### src/logic/z80_cu_pkg.sv
package z80_cu_pkg;

	typedef logic [7:0]  opcode_t;
	typedef logic [2:0]  reg_field_t;	// B C D E H L (HL) A
	typedef logic [3:0]  rf_re_t;
	typedef logic [15:0] rf_we_t;	// One-hot, A at bit 2
	typedef logic [7:0]  r_sel_t;	// One-hot, A at bit 0

	typedef enum logic [3:0] {
		ALU_ADD  = 4'd0,
		ALU_SUB  = 4'd1,
		ALU_SBC  = 4'd2,
		ALU_ADC  = 4'd3,
		ALU_AND  = 4'd4,
		ALU_OR   = 4'd5,
		ALU_XOR  = 4'd6,
		ALU_CP   = 4'd7,
		ALU_INC  = 4'd8,
		ALU_DEC  = 4'd9,
		ALU_CPL  = 4'd10,
		ALU_CCF  = 4'd12,
		ALU_SCF  = 4'd13,
		ALU_PASS = 4'd15
	} alu_op_t;

	typedef enum logic [3:0] {
		DB_RF = 4'd0,	// Register file drives the bus
		DB_CU = 4'd1	// Immediate from the decoder
	} db_sel_t;

	typedef enum logic [1:0] {
		FETCH_OP,
		FETCH_IMM,
		HALTED
	} fetch_state_t;

	typedef struct packed {
		opcode_t opcode;
		opcode_t imm;
		logic    has_imm;
	} instr_t;

	typedef struct packed {
		logic    rf_read;
		alu_op_t alu_sel;
		db_sel_t db_sel;
		rf_re_t  re;
		rf_we_t  we;
		r_sel_t  r_sel;
		opcode_t cu_out;
	} ctrl_word_t;

	localparam reg_field_t REG_B  = 3'd0;
	localparam reg_field_t REG_C  = 3'd1;
	localparam reg_field_t REG_D  = 3'd2;
	localparam reg_field_t REG_E  = 3'd3;
	localparam reg_field_t REG_H  = 3'd4;
	localparam reg_field_t REG_L  = 3'd5;
	localparam reg_field_t REG_HL = 3'd6;	// Memory operand, not decoded
	localparam reg_field_t REG_A  = 3'd7;

	localparam opcode_t OP_HALT = 8'h76;

	localparam ctrl_word_t CTRL_IDLE = '{
		rf_read: 1'b0,
		alu_sel: ALU_PASS,
		db_sel:  DB_RF,
		re:      4'd0,
		we:      16'h0000,
		r_sel:   8'h00,
		cu_out:  8'h00
	};

	function automatic rf_re_t re_of_field(reg_field_t f);
		case (f)
			REG_B:   return 4'd2;
			REG_C:   return 4'd3;
			REG_D:   return 4'd4;
			REG_E:   return 4'd5;
			REG_H:   return 4'd6;
			REG_L:   return 4'd7;
			default: return 4'd0;	// A, also (HL)
		endcase
	endfunction

	// B..L sit in a contiguous run above A in both one-hot maps
	function automatic rf_we_t we_of_field(reg_field_t f);
		rf_we_t we;
		we = '0;
		if (f == REG_A)
			we[2] = 1'b1;
		else if (f != REG_HL)
			we[f + 4'd4] = 1'b1;
		return we;
	endfunction

	function automatic r_sel_t r_sel_of_field(reg_field_t f);
		r_sel_t sel;
		sel = '0;
		if (f == REG_A)
			sel[0] = 1'b1;
		else if (f != REG_HL)
			sel[f + 3'd1] = 1'b1;
		return sel;
	endfunction

endpackage

### src/logic/ctrl_gen.sv
`timescale 1ns/1ps

module ctrl_gen import z80_cu_pkg::*;
(
	input  logic       clk,
	input  logic       reset,
	input  instr_t     q_instr,
	input  logic       q_valid,
	input  logic       ctrl_ready,
	output logic       pop,
	output ctrl_word_t ctrl,
	output logic       ctrl_valid
);

	ctrl_word_t next_word;

	// Bits 5:3 of both ALU groups
	function automatic alu_op_t alu_of_op(logic [2:0] op);
		case (op)
			3'd0:    return ALU_ADD;
			3'd1:    return ALU_ADC;
			3'd2:    return ALU_SUB;
			3'd3:    return ALU_SBC;
			3'd4:    return ALU_AND;
			3'd5:    return ALU_XOR;
			3'd6:    return ALU_OR;
			default: return ALU_CP;
		endcase
	endfunction

	function automatic ctrl_word_t decode(instr_t ins);
		ctrl_word_t w;
		reg_field_t dst;
		reg_field_t src;
		w   = CTRL_IDLE;
		dst = ins.opcode[5:3];
		src = ins.opcode[2:0];
		case (ins.opcode[7:6])
			2'b00:
			begin
				if (ins.has_imm)
				begin
					w.db_sel = DB_CU;	// LD r,n
					w.we     = we_of_field(dst);
					w.cu_out = ins.imm;
				end
				else if ((src == 3'b100 || src == 3'b101) && dst != REG_HL)
				begin
					w.rf_read = 1'b1;	// INC r, DEC r
					w.alu_sel = src[0] ? ALU_DEC : ALU_INC;
					w.re      = re_of_field(dst);
					w.r_sel   = r_sel_of_field(dst);
				end
				else if (src == 3'b111)
				begin
					case (dst)
						3'b101:  w.alu_sel = ALU_CPL;
						3'b110:  w.alu_sel = ALU_SCF;
						3'b111:  w.alu_sel = ALU_CCF;
						default: w.alu_sel = ALU_PASS;	// Rotates, DAA
					endcase
				end
			end
			2'b01:
			begin
				if (dst != REG_HL && src != REG_HL)
				begin
					w.rf_read = 1'b1;	// LD r,r'
					w.re      = re_of_field(src);
					w.we      = we_of_field(dst);
				end
			end
			2'b10:
			begin
				if (src != REG_HL)
				begin
					w.rf_read = 1'b1;	// ALU A,r
					w.alu_sel = alu_of_op(dst);
					w.re      = re_of_field(src);
				end
			end
			default:
			begin
				if (ins.has_imm)
				begin
					w.alu_sel = alu_of_op(dst);	// ALU A,n
					w.db_sel  = DB_CU;
					w.cu_out  = ins.imm;
				end
			end
		endcase
		return w;
	endfunction

	assign next_word = decode(q_instr);

	// Refill when the output register is empty or draining
	assign pop = q_valid && (!ctrl_valid || ctrl_ready);

	always_ff @(posedge clk or posedge reset)
	begin
		if (reset)
		begin
			ctrl       <= CTRL_IDLE;
			ctrl_valid <= 1'b0;
		end
		else if (pop)
		begin
			ctrl       <= next_word;
			ctrl_valid <= 1'b1;
		end
		else if (ctrl_ready)
		begin
			ctrl_valid <= 1'b0;	// Word taken, nothing behind it
		end
	end

	a_hold_stall: assert property (@(posedge clk) disable iff (reset)
		ctrl_valid && !ctrl_ready |=> ctrl_valid && $stable(ctrl))
		else $error("control word changed while stalled");

endmodule

### src/logic/instr_queue.sv
`timescale 1ns/1ps

module instr_queue import z80_cu_pkg::*;
#(
	parameter int DEPTH = 4
)
(
	input  logic   clk,
	input  logic   reset,
	input  logic   push,
	input  instr_t push_instr,
	input  logic   pop,
	output logic   full,
	output instr_t q_instr,
	output logic   q_valid
);

	localparam int AW = $clog2(DEPTH);
	localparam logic [AW:0] CAP    = (AW + 1)'(DEPTH);
	localparam logic [AW:0] CAP_M1 = (AW + 1)'(DEPTH - 1);

	instr_t          mem [DEPTH];
	logic [AW-1:0]   wr_ptr;
	logic [AW-1:0]   rd_ptr;
	logic [AW:0]     count;

	assign q_instr = mem[rd_ptr];	// Show-ahead head
	assign q_valid = count != '0;

	// Counts the entry landing this edge, since the fetcher
	// registers its push one cycle behind the byte
	assign full = count == CAP || (count == CAP_M1 && push);

	always_ff @(posedge clk or posedge reset)
	begin
		if (reset)
		begin
			wr_ptr <= '0;
			rd_ptr <= '0;
			count  <= '0;
		end
		else
		begin
			if (push)
				wr_ptr <= wr_ptr + 1'b1;	// Wraps at power of two
			if (pop)
				rd_ptr <= rd_ptr + 1'b1;
			case ({push, pop})
				2'b10:   count <= count + 1'b1;
				2'b01:   count <= count - 1'b1;
				default: count <= count;
			endcase
		end
	end

	always_ff @(posedge clk)
	begin
		if (push)
			mem[wr_ptr] <= push_instr;
	end

	a_no_overflow: assert property (@(posedge clk) disable iff (reset)
		push |-> count != CAP)
		else $error("push into full queue");

	a_no_underflow: assert property (@(posedge clk) disable iff (reset)
		pop |-> count != '0)
		else $error("pop from empty queue");

endmodule

### src/logic/opcode_fetch.sv
`timescale 1ns/1ps

module opcode_fetch import z80_cu_pkg::*;
(
	input  logic    clk,
	input  logic    reset,
	input  opcode_t in_byte,
	input  logic    in_valid,
	input  logic    full,
	output logic    in_ready,
	output logic    push,
	output instr_t  push_instr,
	output logic    halted
);

	fetch_state_t state;
	logic         running;	// Low until first edge after reset
	opcode_t      pend_op;	// Opcode waiting for its immediate
	logic         take;
	logic         op_has_imm;
	logic         last_byte;
	instr_t       next_instr;

	// LD r,n is 00rrr110 and ALU A,n is 11ooo110
	function automatic logic needs_imm(opcode_t op);
		logic ld_n;
		logic alu_n;
		ld_n  = op[7:6] == 2'b00 && op[2:0] == 3'b110 && op[5:3] != REG_HL;
		alu_n = op[7:6] == 2'b11 && op[2:0] == 3'b110;
		return ld_n || alu_n;
	endfunction

	assign in_ready   = running && state != HALTED && !full;
	assign take       = in_valid && in_ready;
	assign halted     = state == HALTED;
	assign op_has_imm = needs_imm(in_byte);

	always_comb
	begin
		last_byte  = 1'b0;
		next_instr = '{opcode: in_byte, imm: 8'h00, has_imm: 1'b0};
		if (take)
		begin
			case (state)
				FETCH_OP:
				begin
					last_byte = in_byte != OP_HALT && !op_has_imm;
				end
				FETCH_IMM:
				begin
					last_byte  = 1'b1;
					next_instr = '{opcode: pend_op, imm: in_byte, has_imm: 1'b1};
				end
				default:
				begin
					last_byte = 1'b0;
				end
			endcase
		end
	end

	always_ff @(posedge clk or posedge reset)
	begin
		if (reset)
		begin
			state   <= FETCH_OP;
			running <= 1'b0;
			push    <= 1'b0;
		end
		else
		begin
			running <= 1'b1;
			push    <= last_byte;
			if (take)
			begin
				case (state)
					FETCH_OP:
					begin
						if (in_byte == OP_HALT)
							state <= HALTED;	// Left only by reset
						else if (op_has_imm)
							state <= FETCH_IMM;
					end
					FETCH_IMM:
					begin
						state <= FETCH_OP;
					end
					default:
					begin
						state <= HALTED;
					end
				endcase
			end
		end
	end

	always_ff @(posedge clk)
	begin
		if (take && state == FETCH_OP)
			pend_op <= in_byte;
		if (last_byte)
			push_instr <= next_instr;
	end

	// Once halted, nothing more enters or leaves the fetcher
	a_halt_sticky: assert property (@(posedge clk) disable iff (reset)
		halted |=> halted && !(in_valid && in_ready) && !push)
		else $error("fetcher active after HALT");

endmodule

### src/logic/z80_cu.sv
`timescale 1ns/1ps

module z80_cu import z80_cu_pkg::*;
#(
	parameter int QUEUE_DEPTH = 4
)
(
	input  logic       clk,
	input  logic       reset,
	input  opcode_t    in_byte,
	input  logic       in_valid,
	input  logic       ctrl_ready,
	output logic       in_ready,
	output logic       halted,
	output ctrl_word_t ctrl,
	output logic       ctrl_valid
);

	logic   push;
	instr_t push_instr;
	logic   full;
	instr_t q_instr;
	logic   q_valid;
	logic   pop;

	opcode_fetch i_fetch (
		.clk        (clk),
		.reset      (reset),
		.in_byte    (in_byte),
		.in_valid   (in_valid),
		.full       (full),
		.in_ready   (in_ready),
		.push       (push),
		.push_instr (push_instr),
		.halted     (halted)
	);

	instr_queue #(
		.DEPTH (QUEUE_DEPTH)
	) i_queue (
		.clk        (clk),
		.reset      (reset),
		.push       (push),
		.push_instr (push_instr),
		.pop        (pop),
		.full       (full),
		.q_instr    (q_instr),
		.q_valid    (q_valid)
	);

	ctrl_gen i_gen (
		.clk        (clk),
		.reset      (reset),
		.q_instr    (q_instr),
		.q_valid    (q_valid),
		.ctrl_ready (ctrl_ready),
		.pop        (pop),
		.ctrl       (ctrl),
		.ctrl_valid (ctrl_valid)
	);

endmodule

### config.mk
export PLATFORM = sky130hd
export DESIGN_NAME = z80_cu
export DESIGN_NICKNAME = d
export VERILOG_FILES = /design/src/logic/z80_cu_pkg.sv /design/src/logic/ctrl_gen.sv /design/src/logic/instr_queue.sv /design/src/logic/opcode_fetch.sv /design/src/logic/z80_cu.sv
export SDC_FILE = /design/constraint.sdc
export NUM_CORES = 1
export LEC_CHECK = 0
export CAP_MARGIN = 0
export CORE_MARGIN = 2
export CORE_UTILIZATION = 45
export CTS_BUF_LIST = sky130_fd_sc_hd__clkbuf_8
export CTS_CLUSTER_SIZE = 20
export DETAILED_ROUTE_END_ITERATION = 7
export DONT_BUFFER_PORTS = 1
export PLACE_DENSITY = 0.61
export SYNTH_ARGS = -nofsm -noshare
export SYNTH_HDL_FRONTEND = slang
export SYNTH_SLANG_ARGS = --single-unit
### constraint.sdc
create_clock -name clk -period 4.36 [get_ports clk]
set_clock_uncertainty 0.05 [all_clocks]
set_input_delay 0.436 -clock clk [delete_from_list [all_inputs] [get_ports clk]]
set_output_delay 0.436 -clock clk [all_outputs]
set_load 0.1 [all_outputs]
* Word-level counts from Yosys, hierarchy flattened *
Memory sizes are Yosys's and may differ from the RTL's.
Index checks and enable logic that the tools add are counted.

storage, ports and cells
  register bits = 82
  word-level logic and storage cells = 142
  memory bits (writable) = 68
  memories kept = 1
  input bits = 12

cells by class
  order comparisons = 4
  eq/ne operators = 30
  mux-type cells = 51
  reduce and logical (&&, ||, !) cells = 32
  add/subtract/negate cells = 6

memories
  memory       words  width  rd ports  clocked after memory_dff  write ports  line               source
  i_queue.mem  4      17     1         0                         1            instr_queue.sv:22  instr_t mem [DEPTH];

operators with widths
  operator                                             number
  two-way mux 8 bit                                    7
  one-hot mux 3 bit (6 select lines)                   2
  two-way mux 17 bit                                   2
  two-way mux 16 bit                                   2
  one-hot mux 16 bit (2 select lines)                  1
  equality test 3 bit, second input constant           9
  one-hot mux 4 bit (3 select lines)                   2
  one-hot mux 3 bit (7 select lines)                   1
  two-way mux 20 bit                                   1
  two-way mux 4 bit                                    4
  equality test 3 x 2 -> 1 bit, second input constant  5
  logical AND 1 bit                                    14
  two-way mux 1 bit                                    13
  two-way mux 13 bit                                   1
  two-way mux 5 bit                                    2
  != test 3 bit, second input constant                 3
  one-hot mux 3 bit (3 select lines)                   1
  equality test 2 bit, second input constant           4
  equality test 8 x 7 -> 1 bit, second input constant  1
  != test 8 x 7 -> 1 bit, second input constant        1
  one-hot mux 4 bit (2 select lines)                   1
  two-way mux 7 bit                                    1
  adder 3 x 1 -> 3 bit, second input constant          2
  equality test 2 x 1 -> 1 bit, second input constant  3
  26 further kinds                                     40

* Logic depth before layout (Yosys ltp) *
Gate-level depths: netlist of the first run.
An unclocked memory read counts as a cell.

  depth in word-level cells = 11
  mapped depth = 10

* Hierarchy *
From an unflattened synthesis of the first run, not the netlist that was laid out.

second synthesis, totals
  cell total of the unflattened synthesis = 400
  area total of the unflattened synthesis = 6088.3 um^2

by module, submodules not included
  module        area an instance (um^2)  cells each  times used  sequential area each (um^2)
  instr_queue   2912.8                   129         1           2217.1
  ctrl_gen      1971.9                   203         1           855.8
  opcode_fetch  1203.7                   68          1           850.8

* Worst setup path before layout of the first run *
No wires, ideal clock.

  path type = reg2out
  from = reg i_fetch.state[1]
  to = out in_ready
  data arrival time = 2.778 ns
  path slack = 1.096 ns
  cell stages (with the launch flop) = 3
  cells stage by stage = dfrtp_1 nor2b_1 nor2_1

between the ends
  word-level cells in the longest chain between the ends = 3

ends and longest elaborated chain
  what                             line                source
  start, declared                  opcode_fetch.sv:16  fetch_state_t state;
  start signal, assigned           opcode_fetch.sv:66  state <= FETCH_OP;
  start signal, assigned           opcode_fetch.sv:80  state <= HALTED;
  start signal, assigned           opcode_fetch.sv:82  state <= FETCH_IMM;
  != test 2 bit                    opcode_fetch.sv:33  assign in_ready = running && state != HALTED && !full;
  logical AND 1 bit (2 in series)  opcode_fetch.sv:33
  end, declared                    z80_cu.sv:13        output logic in_ready,

No other way between the ends.

* Final worst setup path of the first run *
  from = reg i_queue.rd_ptr[0]
  to = reg, netlist name i_gen.ctrl[14]

between the ends
  word-level cells in the longest chain between the ends = 11

ends and longest elaborated chain
  what                                                                                                             line               source
  start, declared                                                                                                  instr_queue.sv:24  logic [AW-1:0] rd_ptr;
  start signal, assigned                                                                                           instr_queue.sv:47  rd_ptr <= rd_ptr + 1'b1;
  memory read (4 x 17 bit) (*)                                                                                     --
  adder 3 x 1 -> 3 bit                                                                                             z80_cu_pkg.sv:103  sel[f + 3'd1] = 1'b1;
  < comparator 3 x 4 -> 1 bit (not written as such) or greater-or-equal comparator 3 x 1 -> 1 bit (tied branches)  z80_cu_pkg.sv:103
  logical AND 1 bit (not written as such)                                                                          z80_cu_pkg.sv:103
  two-way mux 1 bit (not written as such)                                                                          z80_cu_pkg.sv:103
  demux 1 bit (select 3 bit)                                                                                       --
  two-way mux 8 bit                                                                                                z80_cu_pkg.sv:102  else if (f != REG_HL)
  two-way mux 7 bit                                                                                                z80_cu_pkg.sv:100  if (f == REG_A)
  two-way mux 8 bit                                                                                                ctrl_gen.sv:47     else if ((src == 3'b100 || src == 3'b101) && dst != REG_HL)
  two-way mux 8 bit                                                                                                ctrl_gen.sv:41     if (ins.has_imm)
  two-way mux 8 bit (*)                                                                                            ctrl_gen.sv:38     case (ins.opcode[7:6])

Every way passes the cells marked *; elsewhere a longest branch is shown, timed or not.
A chain may end at the register's enable or synchronous reset.

==> results.toml, run 1 <==
[status]
status = "complete, no violations"

[power_and_ir_drop]
vdd_drop_max_mv = 0.310
powerDensity_mw_per_mm2 = 725
total_power_mw = 4.67
leakage_nw = 2.40

[synthesis]
synth.mux.area_fraction_pct = 8.78
synth.distinct_cells = 51
synth_top_family_by_area = "multiplexers"
synth_area_leaders = "edfxtp_1 (48%), dfrtp_1 (18%), mux4_2 (4.6%)"
syn_avg_cell_area_sq_um = 15.5
syn_inst = 375
synth_edf_count = 93
seq_area_frac_synth_pct = 67.3
async_reset_ff_share_pct = 32.6
synth_area_sq_mm = 0.00583
synth_compound_area_share_pct = 8.07
synth-simple-area-share_pct = 7.47
ys.flop_type = "edfxtp_1"
synthAdderAreaFrac_pct = 3.56
ys_ff_latch = 138
yosysTopAreaCell = "edfxtp_1"
yosys_warnings = 0
synth_xor_area_share_pct = 1.05
synth_top_area_share_pct = 47.9

[critical_path]
path_buf_inv = 0
cp_data_required_time_ps = 4690
startpoint_type = "flop"
end_kind = "flop"
cp_cell_sequence = "mux4_2 -> ha_1 -> ha_1 -> a21o_1 -> nor2_1 -> nand3_1 -> o21ai_0"
crit_family = "flip-flops"
critPathSlowestCell = "dfrtp_1"
cp_num_cells = 7
cpPeakStageDelay_ps = 720
reg2reg_depth = 7
path_max_fanout = 10
path_class = "flop to flop"
critPathArrivalTime_ps = 3270
crit_top_cell = "ha_1"

[clocking]
cts.reportedPaths.clkPinSlew_ps = 80
post_cts_buffers = 0
clk_latency_ps = 460
cts_buffers = 17
htree_levels = 4
clk_path_buf_depth = 2
cts_tree = "yes"
cts.sinks = 138
root_buffer = "clkbuf_8"

[final_layout]
layout_common_cells = "edfxtp_1 (93), dfrtp_1 (41), nand2_1 (29), clkbuf_8 (17), a32o_1 (16)"
diodes = 0
drive_gt1_share_pct = 16.7
layout_commonest_cell = "edfxtp_1"
nets = 421
num-fill-cells = 1076
area_delta_synth_final_pct = 10.6

[placed_design]
io_buffers = 0
gp_congestion = 0.846
hpwl_um = 7040

[grt]
grt-ovfl-total = 0
grt_usage_pct = 16.7
grt_max_degree = 46
antenna_found_initial = 0
grt_pass1_vias = 3194
grt_first_pass_wirelength_um = 17400

[sta]
grt_setup_unrepaired = "false"
period_minus_slack_ps = 2950
setup_viol = 0
worst_slew_pin_slew_ps = 1100
max_freq_mhz = 339
post-route-period-util_pct = 67.6
whs_ps = 14.8
finalHoldViolCount = 0
fin_tns_setup_ps = 0
slew_violations = 0
slew_headroom_pct = 26.0

[floorplanning]
coreArea_sq_mm = 0.0126
die_y_um = 118
initial_utilization_pct = 46.2
dieArea_sq_mm = 0.0139
core.rowCount = 41
pin_count = 60
die_width_um = 118

[route]
firstDrtPassIters = 4
via_count = 3120
drc = 0
ant_nets = 0
vias_per_cell = 5.40
drt-wirelength-per-cell_um = 18.5
wl_um = 10700
drt-initial-drc-count = 212

[worst_hold_path]
min_path_type = "input pin to async pin"

[run]
max_cap_violations = 0
==> logic make-up (layout without fill, tap and decap cells) <==
kind of cell | Yosys count | after routing
flip-flops | 138 | 138
multiplexers | 27 | 27
buffers and inverters | 41 | 61
XOR/XNOR | 7 | 7
AO/OA/AOI/OAI | 63 | 63
other | 2 | 13
adder cells (fa/ha/maj) | 16 | 16
AND/OR/NAND/NOR | 81 | 81
==> synthesized netlist by cell type (all sizes together) (2+ instances only) <==
library cell / count
and2: 13
o22ai: 3
nor3b: 4
a21o: 3
a32o: 16
o41ai: 2
nor3: 5
edfxtp: 93
a22o: 2
o21a: 2
nand3b: 3
a31oi: 2
xnor2: 4
inv: 14
clkbuf: 8
mux2i: 2
nand4b: 3
xor2: 3
dfrtp: 41
buf: 18
dfstp: 4
o211ai: 2
o21ai: 13
mux4: 17
nand2: 29
ha: 15
a21oi: 9
conb: 2
nand3: 5
o31ai: 2
o221ai: 3
mux2: 8
and4b: 2
nor2: 11
==> worst paths after layout <==
kind / start / end / slack, ps
setup / recovery: i_queue.rd_ptr[0] / i_gen.ctrl[14] / 1410
hold / removal: reset / i_gen.ctrl[27] / 10
setup reg to reg: i_queue.rd_ptr[0] / i_gen.ctrl[14] / 1410
max in group asynchronous: reset / i_gen.ctrl[5] / 3630
min in group clk: ctrl_ready / i_gen.ctrl_valid / 100
hold reg to reg: i_fetch.push_instr[3] / i_queue.mem[0][3] / 450
==> flip-flops by register name, summed over array words and instances, names as in the netlist <==
register	cells
i_fetch.push_instr	17
i_fetch.running	1
i_gen.ctrl	33
i_queue.count	3
i_fetch.state	2
i_queue.wr_ptr	2
i_fetch.push	1
i_fetch.pend_op	8
i_gen.ctrl_valid	1
i_queue.rd_ptr	2
i_queue.mem	68
==> worst register-to-register path, cell delays in order, from the launching register on <==
cell,delay (ps)
dfrtp_1,720
mux4_2,720
ha_1,300
ha_1,280
a21o_1,220
nor2_1,260
nand3_1,140
o21ai_0,170
==> metal layers <==
metal	vias to the layer above	routed length, um	part of all wire (%)	global-route usage (%)
li1	1447	-	-	-
met1	1567	4600	43	20.7
met2	87	5270	49	26.0
met3	19	586	5.5	6.10
met4	0	238	2.2	8.28
met5	-	0	0	0
==> what timing repair did <==
item / in CTS / in global routing
hold buffers: 7 / 1
gates resized for setup: 0 / 0
hold endpoints to repair: 7 / 1
==> report_power, final <==
group          leakage, nW  internal (mW)  total, mW  switching, mW
clock network        0.186          0.505       1.00          0.497
logic                0.778          0.526       1.38          0.858
registers             1.43           1.64       2.29          0.650
total                 2.40           2.67       4.67           2.01
==> final cells by class <==
cell class | instances | area [sq um] | area share, %
Inverter | 15 | 56.3 | 0.873
Clock buffer | 17 | 234 | 3.63
Multi-Input combinational cell | 207 | 1750 | 27.1
Sequential cell | 138 | 3920 | 60.8
Timing Repair Buffer | 14 | 125 | 1.94
Clock inverter | 15 | 149 | 2.31
Tap cell | 172 | 215 | 3.34
==> per-stage QoR <==
step	cell area (sq um)	util, %	cells	worst slack, ps
after floorplan	5870	-	386	1100
after global placement	5990	47.4	538	1460
after detailed placement	5990	47.4	538	1390
after CTS	6440	51.0	577	1370
after global routing	6450	51.1	578	1130
final	6450	51.1	578	1410
Power figures use the tool's default switching activity.
==> run 2, diff against run 1 <==
- clock period: 4.36 -> 2.9 ns (I/O delays scaled with it)
==> run 2 against run 1 <==
Net effect:
- via count grew 0.80%
- power rose by 51%
- die area did not move
- global-route usage shrank 0.49 points
- core utilization increased by 0.69 points
- critical endpoint is now i_gen.ctrl[42]
- cell count increased by 2.1%
- non-clock buffer count up 13
- clock power is 46% higher
==> results.toml, run 2 (synthesis gave the netlist of run 1 again) <==
[status]
status = "complete, no violations"

[final_layout]
area_delta_synth_final_pct = 12.2
fin_util_pct = 51.8
layout_commonest_cell = "edfxtp_1"
multiInputGateArea_sq_mm = 0.00175
largestRegisters = "i_queue.mem (68), i_gen.ctrl (33), i_fetch.push_instr (17)"
instances_no_fill = 590
num-fill-cells = 1064
layout.area.seq_sq_mm = 0.00392
nets = 434
layout_common_cells = "edfxtp_1 (93), dfrtp_1 (41), nand2_1 (29), clkbuf_8 (17), buf_4 (17)"
largest_register_ffs = 68
diodes = 0
drive_gt1_share_pct = 18.2
final_area_sq_mm = 0.00654
regMostFlops = "i_queue.mem"

[route]
wl_um = 10500
drt-initial-drc-count = 222
firstDrtPassIters = 5
vias_per_cell = 5.33
via_count = 3145
drt-wirelength-per-cell_um = 17.9
ant_nets = 0
drc = 0

[grt]
grt-ovfl-total = 0
grt_first_pass_wirelength_um = 17300
antenna_found_initial = 0
grt_pass1_vias = 3213
grt_usage_pct = 16.2
grt_max_degree = 46

[power_and_ir_drop]
power_frac_seq_pct = 48.9
total_power_mw = 7.04
p_comb_share_pct = 30.3
power_frac_clock_pct = 20.8
powerDensity_mw_per_mm2 = 1080
leakage_nw = 2.47
vdd_drop_max_mv = 0.377
p_int_mw = 4.08
p_sw_share_pct = 42.1
netSwitchingPower_mw = 2.96

[floorplanning]
coreArea_sq_mm = 0.0126
core.rowCount = 41
die_width_um = 118
dieArea_sq_mm = 0.0139
initial_utilization_pct = 46.2
pin_count = 60
die_y_um = 118

[critical_path]
path_class = "flop to flop"
r2r-start = "i_queue.rd_ptr[0]"
r2r_slack_ps = 290
setup.worst_path.end = "i_gen.ctrl[42]"
reg2reg_depth = 7
path_max_fanout = 6
regToRegEndpoint = "i_gen.ctrl[42]"
end_kind = "flop"
critical_path.startpoint = "i_queue.rd_ptr[0]"
critPathArrivalTime_ps = 2940
cp_data_required_time_ps = 3230
startpoint_type = "flop"

[clocking]
clk_path_buf_depth = 2
cts.reportedPaths.clkPinSlew_ps = 80
clk_latency_ps = 450
cts_buffers = 17
cts.sinks = 138
cts_tree = "yes"
root_buffer = "clkbuf_8"
htree_levels = 4

[placed_design]
io_buffers = 0
dp.cells = 549
gp_congestion = 0.822
hpwl_um = 7070
preCtsSetupSlack_ps = 295
placed_area_sq_mm = 0.00607

[sta]
setup_ws_ps = 289
setup_viol = 0
grt_setup_unrepaired = "false"
fin_tns_setup_ps = 0
post-route-period-util_pct = 90.0
whs_ps = 48.2
slew_violations = 0
period_minus_slack_ps = 2610
worst_slew_pin_slew_ps = 975
max_freq_mhz = 383
finalHoldViolCount = 0
slew_headroom_pct = 34.9

[run]
max_cap_violations = 0

[worst_hold_path]
min_path_type = "input pin to flop"
## run 2: cell types whose count changed in the layout (fill, tap and decap cells not counted), sizes merged
cell	previous run	this run
dlygate4sd3	8	10
clkinv	7	9
clkinvlp	4	1
buf	6	17
## run 2: worst min path at each step
stage / startpoint / slack [ps] / depth (start not counted) / end
detailed placement: in_byte[3] / 340 / 0 / i_fetch.pend_op[3]
global placement: in_byte[3] / 340 / 0 / i_fetch.pend_op[3]
floorplan: in_byte[0] / 340 / 0 / i_fetch.pend_op[0]
finish: in_byte[7] / 50 / 3 / i_fetch.state[0]
global route: in_byte[7] / 90 / 3 / i_fetch.state[0]
CTS: in_byte[7] / 20 / 3 / i_fetch.state[0]
## run 2: area by class of cell
| cell class | instances | area share [%] |
|---|---|---|
| multi-input cells | 207 | 26.7 |
| repair buffers | 27 | 3.48 |
| well taps | 172 | 3.29 |
| clock inverters | 14 | 2.05 |
| inverters | 15 | 0.861 |
| flip-flops and latches | 138 | 60.0 |
| clock buffers | 17 | 3.58 |
## run 2: layer usage
layer | part of all wire [%] | vias up | GRT usage, %
li1 | - | 1472 | -
met2 | 48 | 92 | 25.0
met3 | 5.0 | 20 | 4.99
met5 | 0 | - | 0
met1 | 45 | 1561 | 21.2
met4 | 2.0 | 0 | 7.53
## run 2: what timing repair did
action / in CTS / in global routing
setup buffers: 0 / 0
hold endpoints to repair: 68 / 0
gates resized for setup: 0 / 0
hold buffers: 10 / 0
## run 2: worst max-delay path, cell delays in order, from the launching register on
cell and delay [ps]:
dfrtp_1 480, buf_4 210, mux4_2 540, ha_1 280, and4b_1 250, or4_4 420
a21oi_1 200, a21oi_1 100
## run 2: power groups by stage
stage	registers [mW]	logic (mW)	clock network (mW)
finish	3.45	2.13	1.46
global route	3.49	2.37	1.58
CTS	3.45	2.14	1.50
detailed placement	3.49	2.12	0
global placement	3.48	2.09	0
floorplan	3.41	1.67	0
